[config.mk]
export PLATFORM = sky130hd
export DESIGN_NAME = uscope_stream_dma
export DESIGN_NICKNAME = d
export VERILOG_FILES = /design/src/design/scope_pkg.sv /design/src/design/scope_config_regs.sv /design/src/design/sample_timebase.sv /design/src/design/channel_extractor.sv /design/src/design/capture_engine.sv /design/src/design/dma_writer.sv /design/src/design/uscope_stream_dma.sv
export SDC_FILE = /design/constraint.sdc
export NUM_CORES = 1
export LEC_CHECK = 0
export BUFFER_PORTS_ARGS = -buffer_cell sky130_fd_sc_hd__buf_2
export CORE_MARGIN = 1.5
export CORE_UTILIZATION = 60
export DETAILED_ROUTE_END_ITERATION = 8
export GPL_ROUTABILITY_DRIVEN = 1
export GPL_TIMING_DRIVEN = 0
export PLACE_DENSITY = 0.88
export SYNTH_ARGS = -nofsm -noshare
export SYNTH_HDL_FRONTEND = slang
export SYNTH_HIERARCHICAL = 1
export SYNTH_SLANG_ARGS = --single-unit
[constraint.sdc]
create_clock -name clock -period 5.45 [get_ports clock]
set_input_delay 0.8175 -clock clock [delete_from_list [all_inputs] [get_ports clock]]
set_output_delay 0.8175 -clock clock [all_outputs]
set_load 0.02 [all_outputs]
[src/design/scope_pkg.sv]
// Scope package with the sizes, register map, capture states and bus structs of the capture engine
`default_nettype none

package scope_pkg;

    // Capture geometry
    localparam int N_CHANNELS      = 4;
    localparam int SAMPLE_WIDTH    = 16;
    localparam int DEST_WIDTH      = 8;
    localparam int CHANNEL_SAMPLES = 8;
    localparam int MEM_ADDR_WIDTH  = 8;
    localparam int CHAN_IDX_WIDTH  = $clog2(N_CHANNELS);
    localparam int FRAME_WIDTH     = $clog2(CHANNEL_SAMPLES);

    // Configuration port and timebase widths
    localparam int CFG_ADDR_WIDTH = 4;
    localparam int CFG_DATA_WIDTH = 32;
    localparam int DIV_WIDTH      = 16;

    // Register map, word addresses on the configuration port
    typedef enum logic [CFG_ADDR_WIDTH-1:0] {
        REG_CONTROL  = 4'd0,
        REG_SELECT_0 = 4'd1,
        REG_SELECT_1 = 4'd2,
        REG_SELECT_2 = 4'd3,
        REG_SELECT_3 = 4'd4,
        REG_DIVIDER  = 4'd5
    } cfg_addr_e;

    typedef enum logic [1:0] {
        CAP_IDLE,
        CAP_WAIT_FRAME,
        CAP_WRITE,
        CAP_DONE
    } capture_state_e;

    // One beat of the tagged sample stream
    typedef struct packed {
        logic [SAMPLE_WIDTH-1:0] data;
        logic [DEST_WIDTH-1:0]   dest;
    } stream_beat_t;

    typedef struct packed {
        logic                      write;
        logic [CFG_ADDR_WIDTH-1:0] addr;
        logic [CFG_DATA_WIDTH-1:0] wdata;
    } cfg_req_t;

    // One word toward the channel-major capture buffer
    typedef struct packed {
        logic [MEM_ADDR_WIDTH-1:0] addr;
        logic [SAMPLE_WIDTH-1:0]   data;
    } mem_write_t;

    typedef logic [N_CHANNELS-1:0][DEST_WIDTH-1:0]   channel_sel_t;
    typedef logic [N_CHANNELS-1:0][SAMPLE_WIDTH-1:0] channel_samples_t;

endpackage

`default_nettype wire

[src/design/scope_config_regs.sv]
// Scope configuration registers on a four-phase req/ack port, holding control, selectors and divider
`default_nettype none

module scope_config_regs (
    input  wire                                        clock,
    input  wire                                        rst,
    input  wire scope_pkg::cfg_req_t                   cfg_req,
    input  wire                                        cfg_valid_req,
    output logic                                       cfg_ack,
    output logic [scope_pkg::CFG_DATA_WIDTH-1:0]       cfg_rdata,
    output logic                                       disable_capture,
    output scope_pkg::channel_sel_t                    channel_sel,
    output logic [scope_pkg::DIV_WIDTH-1:0]            divider,
    output logic                                       rearm
);

    logic                                  access;
    logic [scope_pkg::CHAN_IDX_WIDTH-1:0]  sel_idx;
    scope_pkg::cfg_addr_e                  reg_addr;

    // An access happens once per request, in the cycle the req is seen before the ack
    assign access   = cfg_valid_req && !cfg_ack;
    assign reg_addr = scope_pkg::cfg_addr_e'(cfg_req.addr);
    assign sel_idx  = scope_pkg::CHAN_IDX_WIDTH'(cfg_req.addr - scope_pkg::REG_SELECT_0);

    always_ff @(posedge clock) begin
        if (rst) begin
            cfg_ack         <= 1'b0;
            cfg_rdata       <= '0;
            disable_capture <= 1'b0;
            channel_sel     <= '0;
            divider         <= '0;
            rearm           <= 1'b0;
        end else begin
            rearm <= 1'b0;
            if (access) begin
                cfg_ack   <= 1'b1;
                cfg_rdata <= '0;
                if (cfg_req.write) begin
                    case (reg_addr)
                        scope_pkg::REG_CONTROL: begin
                            disable_capture <= cfg_req.wdata[0];
                            // Every control write restarts the capture, whatever the value
                            rearm <= 1'b1;
                        end
                        scope_pkg::REG_SELECT_0, scope_pkg::REG_SELECT_1,
                        scope_pkg::REG_SELECT_2, scope_pkg::REG_SELECT_3: begin
                            channel_sel[sel_idx] <= cfg_req.wdata[scope_pkg::DEST_WIDTH-1:0];
                        end
                        scope_pkg::REG_DIVIDER: begin
                            divider <= cfg_req.wdata[scope_pkg::DIV_WIDTH-1:0];
                        end
                        default: begin
                        end
                    endcase
                end else begin
                    // Unmapped addresses leave the read data at zero
                    case (reg_addr)
                        scope_pkg::REG_CONTROL:
                            cfg_rdata <= scope_pkg::CFG_DATA_WIDTH'(disable_capture);
                        scope_pkg::REG_SELECT_0, scope_pkg::REG_SELECT_1,
                        scope_pkg::REG_SELECT_2, scope_pkg::REG_SELECT_3:
                            cfg_rdata <= scope_pkg::CFG_DATA_WIDTH'(channel_sel[sel_idx]);
                        scope_pkg::REG_DIVIDER:
                            cfg_rdata <= scope_pkg::CFG_DATA_WIDTH'(divider);
                        default:
                            cfg_rdata <= '0;
                    endcase
                end
            end else if (!cfg_valid_req) begin
                // Return to zero once the master has released the req
                cfg_ack <= 1'b0;
            end
        end
    end

    // The ack only ever rises in answer to a request seen in the cycle before
    ack_follows_req: assert property (
        @(posedge clock) disable iff (rst) $rose(cfg_ack) |-> $past(cfg_valid_req)
    );

endmodule

`default_nettype wire

[src/design/sample_timebase.sv]
// Sample timebase producing a one-cycle strobe every divider+1 cycles while enabled
`default_nettype none

module sample_timebase (
    input  wire                                 clock,
    input  wire                                 rst,
    input  wire                                 enable,
    input  wire [scope_pkg::DIV_WIDTH-1:0]      divider,
    output logic                                sample_strobe
);

    logic [scope_pkg::DIV_WIDTH-1:0] count;

    always_ff @(posedge clock) begin
        if (rst || !enable) begin
            // The count restarts from zero so the first strobe follows enable at once
            count         <= '0;
            sample_strobe <= 1'b0;
        end else begin
            sample_strobe <= (count == '0);
            if (count == '0) begin
                // Reloading divider gives a period of divider+1 cycles
                count <= divider;
            end else begin
                count <= count - 1'b1;
            end
        end
    end

endmodule

`default_nettype wire

[src/design/channel_extractor.sv]
// Channel extractor routing stream beats into per-channel hold slots by selector match
`default_nettype none

module channel_extractor (
    input  wire                              clock,
    input  wire                              rst,
    input  wire scope_pkg::stream_beat_t     stream_in,
    input  wire                              stream_valid,
    output logic                             stream_ready,
    input  wire scope_pkg::channel_sel_t     channel_sel,
    input  wire                              slot_take,
    output logic [scope_pkg::N_CHANNELS-1:0] slot_full,
    output scope_pkg::channel_samples_t      slot_data
);

    logic [scope_pkg::N_CHANNELS-1:0] match;
    logic                             accept;

    always_comb begin
        for (int c = 0; c < scope_pkg::N_CHANNELS; c++) begin
            match[c] = (stream_in.dest == channel_sel[c]);
        end
    end

    // A beat waits while any channel it belongs to still holds an untaken sample
    assign stream_ready = ((match & slot_full) == '0);
    assign accept       = stream_valid && stream_ready;

    always_ff @(posedge clock) begin
        if (rst) begin
            slot_full <= '0;
        end else begin
            for (int c = 0; c < scope_pkg::N_CHANNELS; c++) begin
                if (accept && match[c]) begin
                    slot_full[c] <= 1'b1;
                end else if (slot_take) begin
                    slot_full[c] <= 1'b0;
                end
            end
        end
    end

    // Beats matching no channel are accepted and simply never land in a slot
    always_ff @(posedge clock) begin
        for (int c = 0; c < scope_pkg::N_CHANNELS; c++) begin
            if (accept && match[c]) begin
                slot_data[c] <= stream_in.data;
            end
        end
    end

    // A held sample is never overwritten before the engine has taken it
    for (genvar c = 0; c < scope_pkg::N_CHANNELS; c++) begin : g_slot_check
        full_slot_held: assert property (
            @(posedge clock) disable iff (rst) slot_full[c] |=> $stable(slot_data[c])
        );
    end

endmodule

`default_nettype wire

[src/design/capture_engine.sv]
// Capture engine matching strobes with full slots and writing each frame in channel order
`default_nettype none

module capture_engine (
    input  wire                                 clock,
    input  wire                                 rst,
    input  wire                                 disable_capture,
    input  wire                                 rearm,
    input  wire                                 sample_strobe,
    input  wire [scope_pkg::N_CHANNELS-1:0]     slot_full,
    input  wire scope_pkg::channel_samples_t    slot_data,
    output logic                                slot_take,
    output logic                                capture_active,
    output logic                                wr_valid,
    output scope_pkg::mem_write_t               wr_word,
    input  wire                                 wr_done,
    output logic                                dma_done
);

    scope_pkg::capture_state_e             state;
    scope_pkg::channel_samples_t           frame_buf;
    logic                                  pending;
    logic [scope_pkg::FRAME_WIDTH-1:0]     frame;
    logic [scope_pkg::CHAN_IDX_WIDTH-1:0]  chan;
    logic                                  last_chan;

    // A frame is taken once a strobe is pending and every channel holds a sample
    assign slot_take      = (state == scope_pkg::CAP_WAIT_FRAME) && pending && (&slot_full);
    assign capture_active = (state == scope_pkg::CAP_WAIT_FRAME) || (state == scope_pkg::CAP_WRITE);
    assign last_chan      = (chan == scope_pkg::CHAN_IDX_WIDTH'(scope_pkg::N_CHANNELS - 1));

    // Channel-major layout puts sample s of channel c at c*CHANNEL_SAMPLES+s
    assign wr_word.addr = scope_pkg::MEM_ADDR_WIDTH'(chan) *
                          scope_pkg::MEM_ADDR_WIDTH'(scope_pkg::CHANNEL_SAMPLES) +
                          scope_pkg::MEM_ADDR_WIDTH'(frame);
    assign wr_word.data = frame_buf[chan];

    always_ff @(posedge clock) begin
        if (rst) begin
            state    <= scope_pkg::CAP_IDLE;
            pending  <= 1'b0;
            frame    <= '0;
            chan     <= '0;
            wr_valid <= 1'b0;
            dma_done <= 1'b0;
        end else if (rearm) begin
            frame    <= '0;
            chan     <= '0;
            pending  <= 1'b0;
            wr_valid <= 1'b0;
            dma_done <= 1'b0;
            state    <= disable_capture ? scope_pkg::CAP_IDLE : scope_pkg::CAP_WAIT_FRAME;
        end else if (disable_capture) begin
            state    <= scope_pkg::CAP_IDLE;
            pending  <= 1'b0;
            wr_valid <= 1'b0;
        end else begin
            // Strobes arriving while busy merge into one pending request
            pending <= sample_strobe || (pending && !slot_take);
            case (state)
                scope_pkg::CAP_WAIT_FRAME: begin
                    if (slot_take) begin
                        chan     <= '0;
                        wr_valid <= 1'b1;
                        state    <= scope_pkg::CAP_WRITE;
                    end
                end
                scope_pkg::CAP_WRITE: begin
                    if (wr_done) begin
                        if (!last_chan) begin
                            chan <= chan + 1'b1;
                        end else begin
                            chan     <= '0;
                            wr_valid <= 1'b0;
                            if (frame == scope_pkg::FRAME_WIDTH'(scope_pkg::CHANNEL_SAMPLES - 1)) begin
                                dma_done <= 1'b1;
                                state    <= scope_pkg::CAP_DONE;
                            end else begin
                                frame <= frame + 1'b1;
                                state <= scope_pkg::CAP_WAIT_FRAME;
                            end
                        end
                    end
                end
                // Idle waits for a rearm and done holds dma_done until the next one
                default: begin
                end
            endcase
        end
    end

    // The frame copy lives in a payload register without reset
    always_ff @(posedge clock) begin
        if (slot_take) begin
            frame_buf <= slot_data;
        end
    end

    write_only_in_write_state: assert property (
        @(posedge clock) disable iff (rst) wr_valid |-> (state == scope_pkg::CAP_WRITE)
    );

endmodule

`default_nettype wire

[src/design/dma_writer.sv]
// DMA writer running the four-phase req/ack write of one buffer word toward external memory
`default_nettype none

module dma_writer (
    input  wire                           clock,
    input  wire                           rst,
    input  wire                           wr_valid,
    input  wire scope_pkg::mem_write_t    wr_word,
    output logic                          wr_done,
    output logic                          mem_req,
    output scope_pkg::mem_write_t         mem_write,
    input  wire                           mem_ack
);

    logic releasing;
    logic start;

    // The word offered alongside wr_done is the one just finished, so it is not restarted
    assign start = !mem_req && !releasing && wr_valid && !wr_done;

    always_ff @(posedge clock) begin
        if (rst) begin
            mem_req   <= 1'b0;
            releasing <= 1'b0;
            wr_done   <= 1'b0;
        end else begin
            wr_done <= 1'b0;
            if (start) begin
                mem_req <= 1'b1;
            end else if (mem_req) begin
                if (mem_ack) begin
                    mem_req   <= 1'b0;
                    releasing <= 1'b1;
                end
            end else if (releasing && !mem_ack) begin
                // The handshake is complete only after the memory drops its ack
                releasing <= 1'b0;
                wr_done   <= 1'b1;
            end
        end
    end

    always_ff @(posedge clock) begin
        if (start) begin
            mem_write <= wr_word;
        end
    end

    // Address and data stay put for the whole request phase
    write_held_during_req: assert property (
        @(posedge clock) disable iff (rst) mem_req && $past(mem_req) |-> $stable(mem_write)
    );

endmodule

`default_nettype wire

[src/design/uscope_stream_dma.sv]
// Scope stream capture top level joining registers, timebase, extractor, engine and DMA writer
`default_nettype none

module uscope_stream_dma (
    input  wire                                    clock,
    input  wire                                    rst,
    input  wire scope_pkg::cfg_req_t               cfg_req,
    input  wire                                    cfg_valid_req,
    output logic                                   cfg_ack,
    output logic [scope_pkg::CFG_DATA_WIDTH-1:0]   cfg_rdata,
    input  wire scope_pkg::stream_beat_t           stream_in,
    input  wire                                    stream_valid,
    output logic                                   stream_ready,
    output logic                                   mem_req,
    output scope_pkg::mem_write_t                  mem_write,
    input  wire                                    mem_ack,
    output logic                                   dma_done
);

    logic                              disable_capture;
    logic                              rearm;
    scope_pkg::channel_sel_t           channel_sel;
    logic [scope_pkg::DIV_WIDTH-1:0]   divider;
    logic                              sample_strobe;
    logic                              capture_active;
    logic [scope_pkg::N_CHANNELS-1:0]  slot_full;
    scope_pkg::channel_samples_t       slot_data;
    logic                              slot_take;
    logic                              wr_valid;
    scope_pkg::mem_write_t             wr_word;
    logic                              wr_done;

    scope_config_regs regs_i (
        .clock(clock), .rst(rst),
        .cfg_req(cfg_req), .cfg_valid_req(cfg_valid_req),
        .cfg_ack(cfg_ack), .cfg_rdata(cfg_rdata),
        .disable_capture(disable_capture), .channel_sel(channel_sel),
        .divider(divider), .rearm(rearm)
    );

    // The timebase only paces samples while a capture is under way
    sample_timebase timebase_i (
        .clock(clock), .rst(rst),
        .enable(capture_active), .divider(divider),
        .sample_strobe(sample_strobe)
    );

    channel_extractor extractor_i (
        .clock(clock), .rst(rst),
        .stream_in(stream_in), .stream_valid(stream_valid), .stream_ready(stream_ready),
        .channel_sel(channel_sel), .slot_take(slot_take),
        .slot_full(slot_full), .slot_data(slot_data)
    );

    capture_engine engine_i (
        .clock(clock), .rst(rst),
        .disable_capture(disable_capture), .rearm(rearm),
        .sample_strobe(sample_strobe),
        .slot_full(slot_full), .slot_data(slot_data), .slot_take(slot_take),
        .capture_active(capture_active),
        .wr_valid(wr_valid), .wr_word(wr_word), .wr_done(wr_done),
        .dma_done(dma_done)
    );

    dma_writer writer_i (
        .clock(clock), .rst(rst),
        .wr_valid(wr_valid), .wr_word(wr_word), .wr_done(wr_done),
        .mem_req(mem_req), .mem_write(mem_write), .mem_ack(mem_ack)
    );

endmodule

`default_nettype wire

==> results of run 1 <==
## cell families (layout without fill, tap and decap cells)
kind of cell | after synthesis | in the layout | synth area share (%)
adder cells (fa/ha/maj) | 13 | 13 | 1.62
other | 2 | 19 | 0.0747
AND/OR/NAND/NOR | 182 | 182 | 11.0
multiplexers | 77 | 77 | 10.6
flip-flops | 253 | 253 | 65.5
buffers and inverters | 56 | 193 | 3.06
AO/OA/AOI/OAI | 63 | 63 | 4.25
XOR/XNOR | 44 | 44 | 3.83
## flip-flops by register name, summed over array words and instances, names as in the netlist, 2 cells and up
name / flops
engine_i/chan: 2
writer_i/mem_write: 24
timebase_i/count: 16
extractor_i/slot_data: 64
engine_i/frame: 3
extractor_i/slot_full: 4
regs_i/cfg_rdata: 16
regs_i/channel_sel: 32
engine_i/state: 2
regs_i/divider: 16
engine_i/frame_buf: 64
## power breakdown
group	total, mW	switching (mW)	internal (mW)	leakage [nW]
clock	1.64	0.697	0.944	0.379
sequential	2.05	0.0103	2.04	2.18
combinational	0.197	0.127	0.0702	1.77
total	3.89	0.834	3.05	4.33
## stage by stage
stage / instances / hold slack (ns) / total power, mW / worst slack [ns] / util [%]
global route: 1064 / 0.421 / 3.99 / 2.14 / 70.8
detailed placement: 1021 / 0.405 / 2.28 / 2.26 / 66.2
floorplan: 707 / 0.400 / 2.20 / 2.74 / -
global placement: 1019 / 0.400 / 2.27 / 2.38 / 65.9
CTS: 1064 / 0.407 / 3.90 / 2.25 / 70.8
finish: 1064 / 0.409 / 3.89 / 2.20 / 70.8
## cell usage in the layout, fill, tap and decap left out, types with 4 or more instances in the layout
cell / netlist / final
nor2_1: 83 / 83
a211oi_1: 4 / 4
nor3_1: 4 / 4
nand2b_1: 7 / 7
conb_1: 2 / 19
buf_4: 22 / 22
dfxtp_1: 101 / 101
o21ai_0: 12 / 12
ha_1: 13 / 13
mux4_2: 24 / 24
nor4b_1: 5 / 5
a21oi_1: 19 / 19
nand4_1: 6 / 6
nand2_1: 13 / 13
edfxtp_1: 152 / 152
a22oi_1: 8 / 8
nand4b_1: 5 / 5
nand3_1: 7 / 7
inv_1: 13 / 12
mux2i_1: 53 / 53
nor4_4: 5 / 5
clkbuf_16: 0 / 25
clkinv_2: 0 / 4
xor2_1: 33 / 33
a222oi_1: 7 / 7
xnor2_1: 11 / 11
clkbuf_1: 12 / 20
nor4_1: 10 / 10
buf_2: 5 / 97
## worst paths after layout
check                                                from                   endpoint  slack (ns)  cells past startpoint
worst max-delay path                         stream_in[3]               stream_ready        2.20                      6
worst min-delay path            extractor_i/slot_data[31]     engine_i/frame_buf[31]        0.41                      0
worst max register to register     regs_i/channel_sel[19]  extractor_i/slot_data[32]        2.93                      5
worst min register to register  extractor_i/slot_data[31]     engine_i/frame_buf[31]        0.41                      0
## cell type report
| cell class | count | area (µm²) |
|---|---|---|
| flip-flops and latches | 253 | 6590 |
| clock buffers | 33 | 656 |
| plain buffers | 43 | 259 |
| repair buffers | 94 | 495 |
| inverters | 13 | 48.8 |
| fillers | 1057 | 4800 |
| well taps | 220 | 275 |
| multi-input cells | 398 | 3230 |
| clock inverters | 10 | 114 |
## per-layer routing
metal,track usage (%),up-vias,routed length [µm]
li1,-,2821,-
met1,31.6,3068,8440
met2,45.3,335,11500
met3,4.71,57,1710
met4,10.2,0,749
met5,0,-,0
==> results.md, run 1 <==
- Post-cts sizing count: 0
- Inserted Clock Buffers: 25
- Number of global-route vias before repair: 6190
- CP Cell Sequence: buf_2 > xor2_1 > nor4_1 > nand3_1 > and4_2 > buf_2
- DP HPWL: 14300 µm
- Final hold viol count: 0
- Final cycle utilization of the critical path: 59.6%
- CTS max path bufs: 3
- Post-synth ARST share: 0%
- #FFs+latches synth: 253
- Detail Route Antenna Nets: 0
- Setup TNS: 0 ns
- Setup bufs post-CTS: 0
- DR vias/cell: 5.90
- Max-slew violations: 0
- Syn Area/Cell: 14.6 µm²
- Crit path kind: input port to primary output
- Die Height: 132 µm
- H-tree levels: 1
- Antenna cells: 0
- Register area share after synthesis: 65.5%
- Nets: 907
- Die ar.: 17600 µm²
- GP Congestion: 0.895
- Most frequent cell after synthesis: edfxtp_1
- Final min period: 3.25 ns
- First-pass GRT wire length: 34300 µm
- Initial antenna violation count: 1
- Grt total ovfl: 0
- Worst VDD drop: 0.263 mV
- Primary FF master, synth: edfxtp_1
- Relative slew slack: 35.0%
- DR pass1 iterations: 5
- Via count: 6281
- Commonest cells post-synth: edfxtp_1, dfxtp_1, nor2_1
- Core area: 16500 µm²
- Fmax: 308 MHz
- Status: finished, final reports clean
- CTS sink count: 253
- Port Buffer Count: 92
- Synth area leader: edfxtp_1
- Critical Path Max Stage Delay: 0.58 ns
- Endpoints failing setup: 0
- Crit path DAT: 2.43 ns
- Max-cap viol count: 0
- Hold crit path type: register to register
- Top-area cell type share of the netlist area: 45.4%
- GRT Overall Usage: 25.7%
- Placed cell area: 10900 µm²
- Cts hold-fix bufs: 0
- Cell Area, Synth: 10100 µm²
- Number of synthesized flops with an enable pin: 152
- Final Cell Area: 11700 µm²
- I/O pin count: 126
- Crit-path slowest cell: nor4_1
- Routed Wire Length: 22400 µm
- Clk_skew: 0.0201 ns
- Clock transition at path regs: 0.06 ns
- Unrepaired setup endpoints after global routing: false
- Setup crit end kind: primary output
- Syn. warnings: 6
- TritonCTS clock tree: built
- Worst Path Buf+Inv: 2
- Max FO, Critical Path: 4
- Die Width: 132 µm
- Row cnt: 47
- Yosys cell types: 66
- Root buf cell: clkbuf_16
- CP required: 4.63 ns
- Largest delay share family, worst path: simple AND/OR/NAND/NOR gates
- Actual slew at the worst max-slew pin: 0.971 ns
- Share of post-route cells with drive strength above 1: 24.5%
- Syn Inst Count: 690
- DR WL/cell: 21.0 µm
- Largest net degree at the start of global routing: 45
- Top area cells in the synthesized netlist: edfxtp_1, dfxtp_1, mux4_2, mux2i_1, nor2_1
- Latest clock arrival within the worst-skew pair: 0.54 ns
- Leakage: 4.33 nW
- CP Launch Type: input port
- Drt drc: 0
- DRT iter0 DRCs: 629
- Pwr Density: 333 nW/µm²
- Cell mode on critical path: buf_2
- Synthesis-to-finish area growth: 15.9%
- Initial Util: 61.1%
Power figures use the tool's default switching activity.
==> inputs of run 2 (changes only) <==
--- a/config.mk
+++ b/config.mk
@@ -5,13 +5,14 @@
 export SDC_FILE = /design/constraint.sdc
 export NUM_CORES = 1
 export LEC_CHECK = 0
+export ABC_AREA = 1
 export BUFFER_PORTS_ARGS = -buffer_cell sky130_fd_sc_hd__buf_2
 export CORE_MARGIN = 1.5
-export CORE_UTILIZATION = 60
+export CORE_UTILIZATION = 53
 export DETAILED_ROUTE_END_ITERATION = 8
 export GPL_ROUTABILITY_DRIVEN = 1
 export GPL_TIMING_DRIVEN = 0
-export PLACE_DENSITY = 0.88
+export PLACE_DENSITY = 0.82
 export SYNTH_ARGS = -nofsm -noshare
 export SYNTH_HDL_FRONTEND = slang
 export SYNTH_HIERARCHICAL = 1
==> constraint.sdc (replaced) <==
create_clock -name clock -period 2.6 [get_ports clock]
set_input_delay 0.39 -clock clock [delete_from_list [all_inputs] [get_ports clock]]
set_output_delay 0.39 -clock clock [all_outputs]
set_load 0.02 [all_outputs]
==> run 2 against run 1 <==
Net effect: non-clock buffer count increased by 12; wire length grew 10%; via count grew 32%; combinational power grew to 11 times the previous value; register-to-register slack got worse by 2.4 ns; clock skew decreased by 0.0091 ns; flip-flop and latch count is the same; synthesized cell count rose by 70%; first-iteration DRC count grew 5.7%; die area grew 24%; core utilization shrank 8.2 points; largest cell class unchanged; largest power group unchanged; highest routed layer is now met5.
==> results.md, run 2 <==
- Final min period: 2.14 ns
- Top area cells in the synthesized netlist: edfxtp_1, dfxtp_1, nand2_1, nor2_1, inv_1
- Post-synth ARST share: 0%
- Initial Util: 54.4%
- Die Height: 148 µm
- I/O pin count: 126
- DR WL/cell: 15.5 µm
- Syn Inst Count: 1171
- CP Cell Sequence: buf_2 > buf_4 > inv_2 > buf_2 > ha_1 > clkbuf_1 > inv_1 > nand3_1 > nand2_1 > nand3_1 > a21oi_1
- First-pass GRT wire length: 39500 µm
- Relative slew slack: 25.9%
- Detail Route Antenna Nets: 0
- Clock transition at path regs: 0.06 ns
- Actual slew at the worst max-slew pin: 1.11 ns
- Commonest non-fill, non-tap cell in the layout: nand2_1
- Cts hold-fix bufs: 0
- Final design utilization: 62.6%
- GRT Overall Usage: 22.7%
- Number of global-route vias before repair: 7935
- CP required: 2.98 ns
- Final hold viol count: 0
- CP Launch Type: input port
- Post-cts sizing count: 0
- Worst r2r src: regs_i/channel_sel[4]
- Drt drc: 0
- Top-area cell type share of the netlist area: 41.2%
- Commonest cells post-synth: nand2_1, nor2_1, edfxtp_1
- Crit path kind: input port to register
- Synth area leader: edfxtp_1
- Leakage: 5.35 nW
- DRT iter0 DRCs: 665
- Synthesis-to-finish area growth: 15.0%
- Register area share after synthesis: 59.4%
- Setup bufs post-CTS: 0
- Routed Wire Length: 24700 µm
- Yosys cell types: 36
- Initial antenna violation count: 3
- CTS sink count: 253
- Row cnt: 52
- Final Cell Area: 12700 µm²
- Primary FF master, synth: edfxtp_1
- Worst VDD drop: 0.606 mV
- #FFs+latches synth: 253
- Worst Path Buf+Inv: 6
- Crit path DAT: 2.52 ns
- Critical Path Max Stage Delay: 0.41 ns
- Fmax: 468 MHz
- Origin of the worst setup path: cfg_req[32]
- Endpoints failing setup: 0
- Syn. warnings: 6
- Port Buffer Count: 89
- Number of synthesized flops with an enable pin: 152
- Hold path startpoint: mem_ack
- Grt total ovfl: 0
- Nets: 1385
- Die Width: 148 µm
- Core area: 20400 µm²
- Pre-CTS WS: 0.0376 ns
- CTS max path bufs: 3
- Max FO, Critical Path: 12
- Largest delay share family, worst path: buffers and inverters
- Latest clock arrival within the worst-skew pair: 0.52 ns
- Syn Area/Cell: 9.46 µm²
- Root buf cell: clkbuf_16
- Placed cell area: 11900 µm²
- Most frequent cell after synthesis: nand2_1
- Pwr Density: 791 nW/µm²
- Clk_skew: 0.0110 ns
- DR vias/cell: 5.17
- Final cycle utilization of the critical path: 82.3%
- Biggest regs: engine_i/frame_buf (64), extractor_i/slot_data (64), regs_i/channel_sel (32)
- DR pass1 iterations: 5
- H-tree levels: 1
- GP Congestion: 0.921
- Setup TNS: 0 ns
- Max-slew violations: 0
- Via count: 8269
- Crit-path slowest cell: clkbuf_1
- Largest net degree at the start of global routing: 34
- Cell Area, Synth: 11100 µm²
- TritonCTS clock tree: built
- Fill cells: 1598
- Setup slack after layout: 0.461 ns
- Most frequent cells in the layout: nand2_1, nor2_1, edfxtp_1
- Setup crit end kind: register
- Unrepaired setup endpoints after global routing: false
- Inserted Clock Buffers: 26
- DP HPWL: 16800 µm
- Share of post-route cells with drive strength above 1: 17.1%
- Status: finished, final reports clean
- Max-cap viol count: 0
- Hold crit path type: input port to register
- Die ar.: 21800 µm²
run 2: changes by cell type in the layout (fill, tap and decap cells not counted), moves of 24 or more:
| cell | change |
|---|---|
| nand3_1 | +42 |
| nor2_1 | +70 |
| xor2_1 | -32 |
| mux2i_1 | -53 |
| inv_1 | +130 |
| mux4_2 | -24 |
| o21ai_0 | +31 |
| nand2_1 | +240 |
| nand4_1 | +33 |
run 2: worst register-to-register path, delay by kind of cell (launching register included):
family | cells | cell delay (ns)
AND/OR/NAND/NOR | 8 | 0.65
buffers and inverters | 2 | 0.63
flip-flops | 1 | 0.36
run 2: kinds of logic after synthesis:
logic type	count (synthesis)	share of synthesized area, %
XOR/XNOR	21	1.66
buffers and inverters	213	8.78
flip-flops	253	59.4
other	2	0.0678
AND/OR/NAND/NOR	531	21.5
adder cells (fa/ha/maj)	13	1.47
AO/OA/AOI/OAI	138	7.09
run 2: report_power, final:
group / switching, mW / total (mW) / internal, mW
Combinational: 1.44 / 2.10 / 0.658
Clock: 1.52 / 3.42 / 1.90
Sequential: 0.106 / 4.56 / 4.46
Total: 3.06 / 10.1 / 7.02
run 2: final cells by class:
class / instances / area [µm²] / area share [%]
Inverter: 154 / 583 / 4.57
Timing Repair Buffer: 90 / 465 / 3.65
Sequential cell: 253 / 6590 / 51.7
Clock inverter: 18 / 105 / 0.825
Clock buffer: 30 / 687 / 5.39
Buffer: 59 / 390 / 3.06
Multi-Input combinational cell: 722 / 3590 / 28.1
Antenna cell: 2 / 5.00 / 0.0393
Tap cell: 270 / 338 / 2.65
run 2: per-layer routing:
| layer | vias up | share of wire (%) | global-route usage [%] |
|---|---|---|---|
| met5 | - | 0.045 | 0 |
| met4 | 2 | 2.7 | 7.90 |
| met3 | 47 | 7.3 | 3.12 |
| met2 | 340 | 49 | 39.6 |
| met1 | 3816 | 41 | 28.9 |
| li1 | 4064 | - | - |
run 2: worst paths after layout:
| kind | end | slack, ns | cells after the start |
|---|---|---|---|
| setup / recovery | regs_i/cfg_rdata[2] | 0.46 | 11 |
| hold / removal | writer_i/wr_done | 0.08 | 2 |
| setup reg to reg | extractor_i/slot_data[59] | 0.57 | 10 |
| hold reg to reg | engine_i/frame_buf[26] | 0.41 | 0 |
run 2: through the flow:
step	total power [mW]	std cells	hold slack [ns]
after floorplan	6.12	1188	0.400
after global placement	6.60	1547	0.401
after detailed placement	6.69	1548	0.405
after CTS	10.1	1596	0.0588
after global routing	10.5	1598	0.0767
final	10.1	1598	0.0782
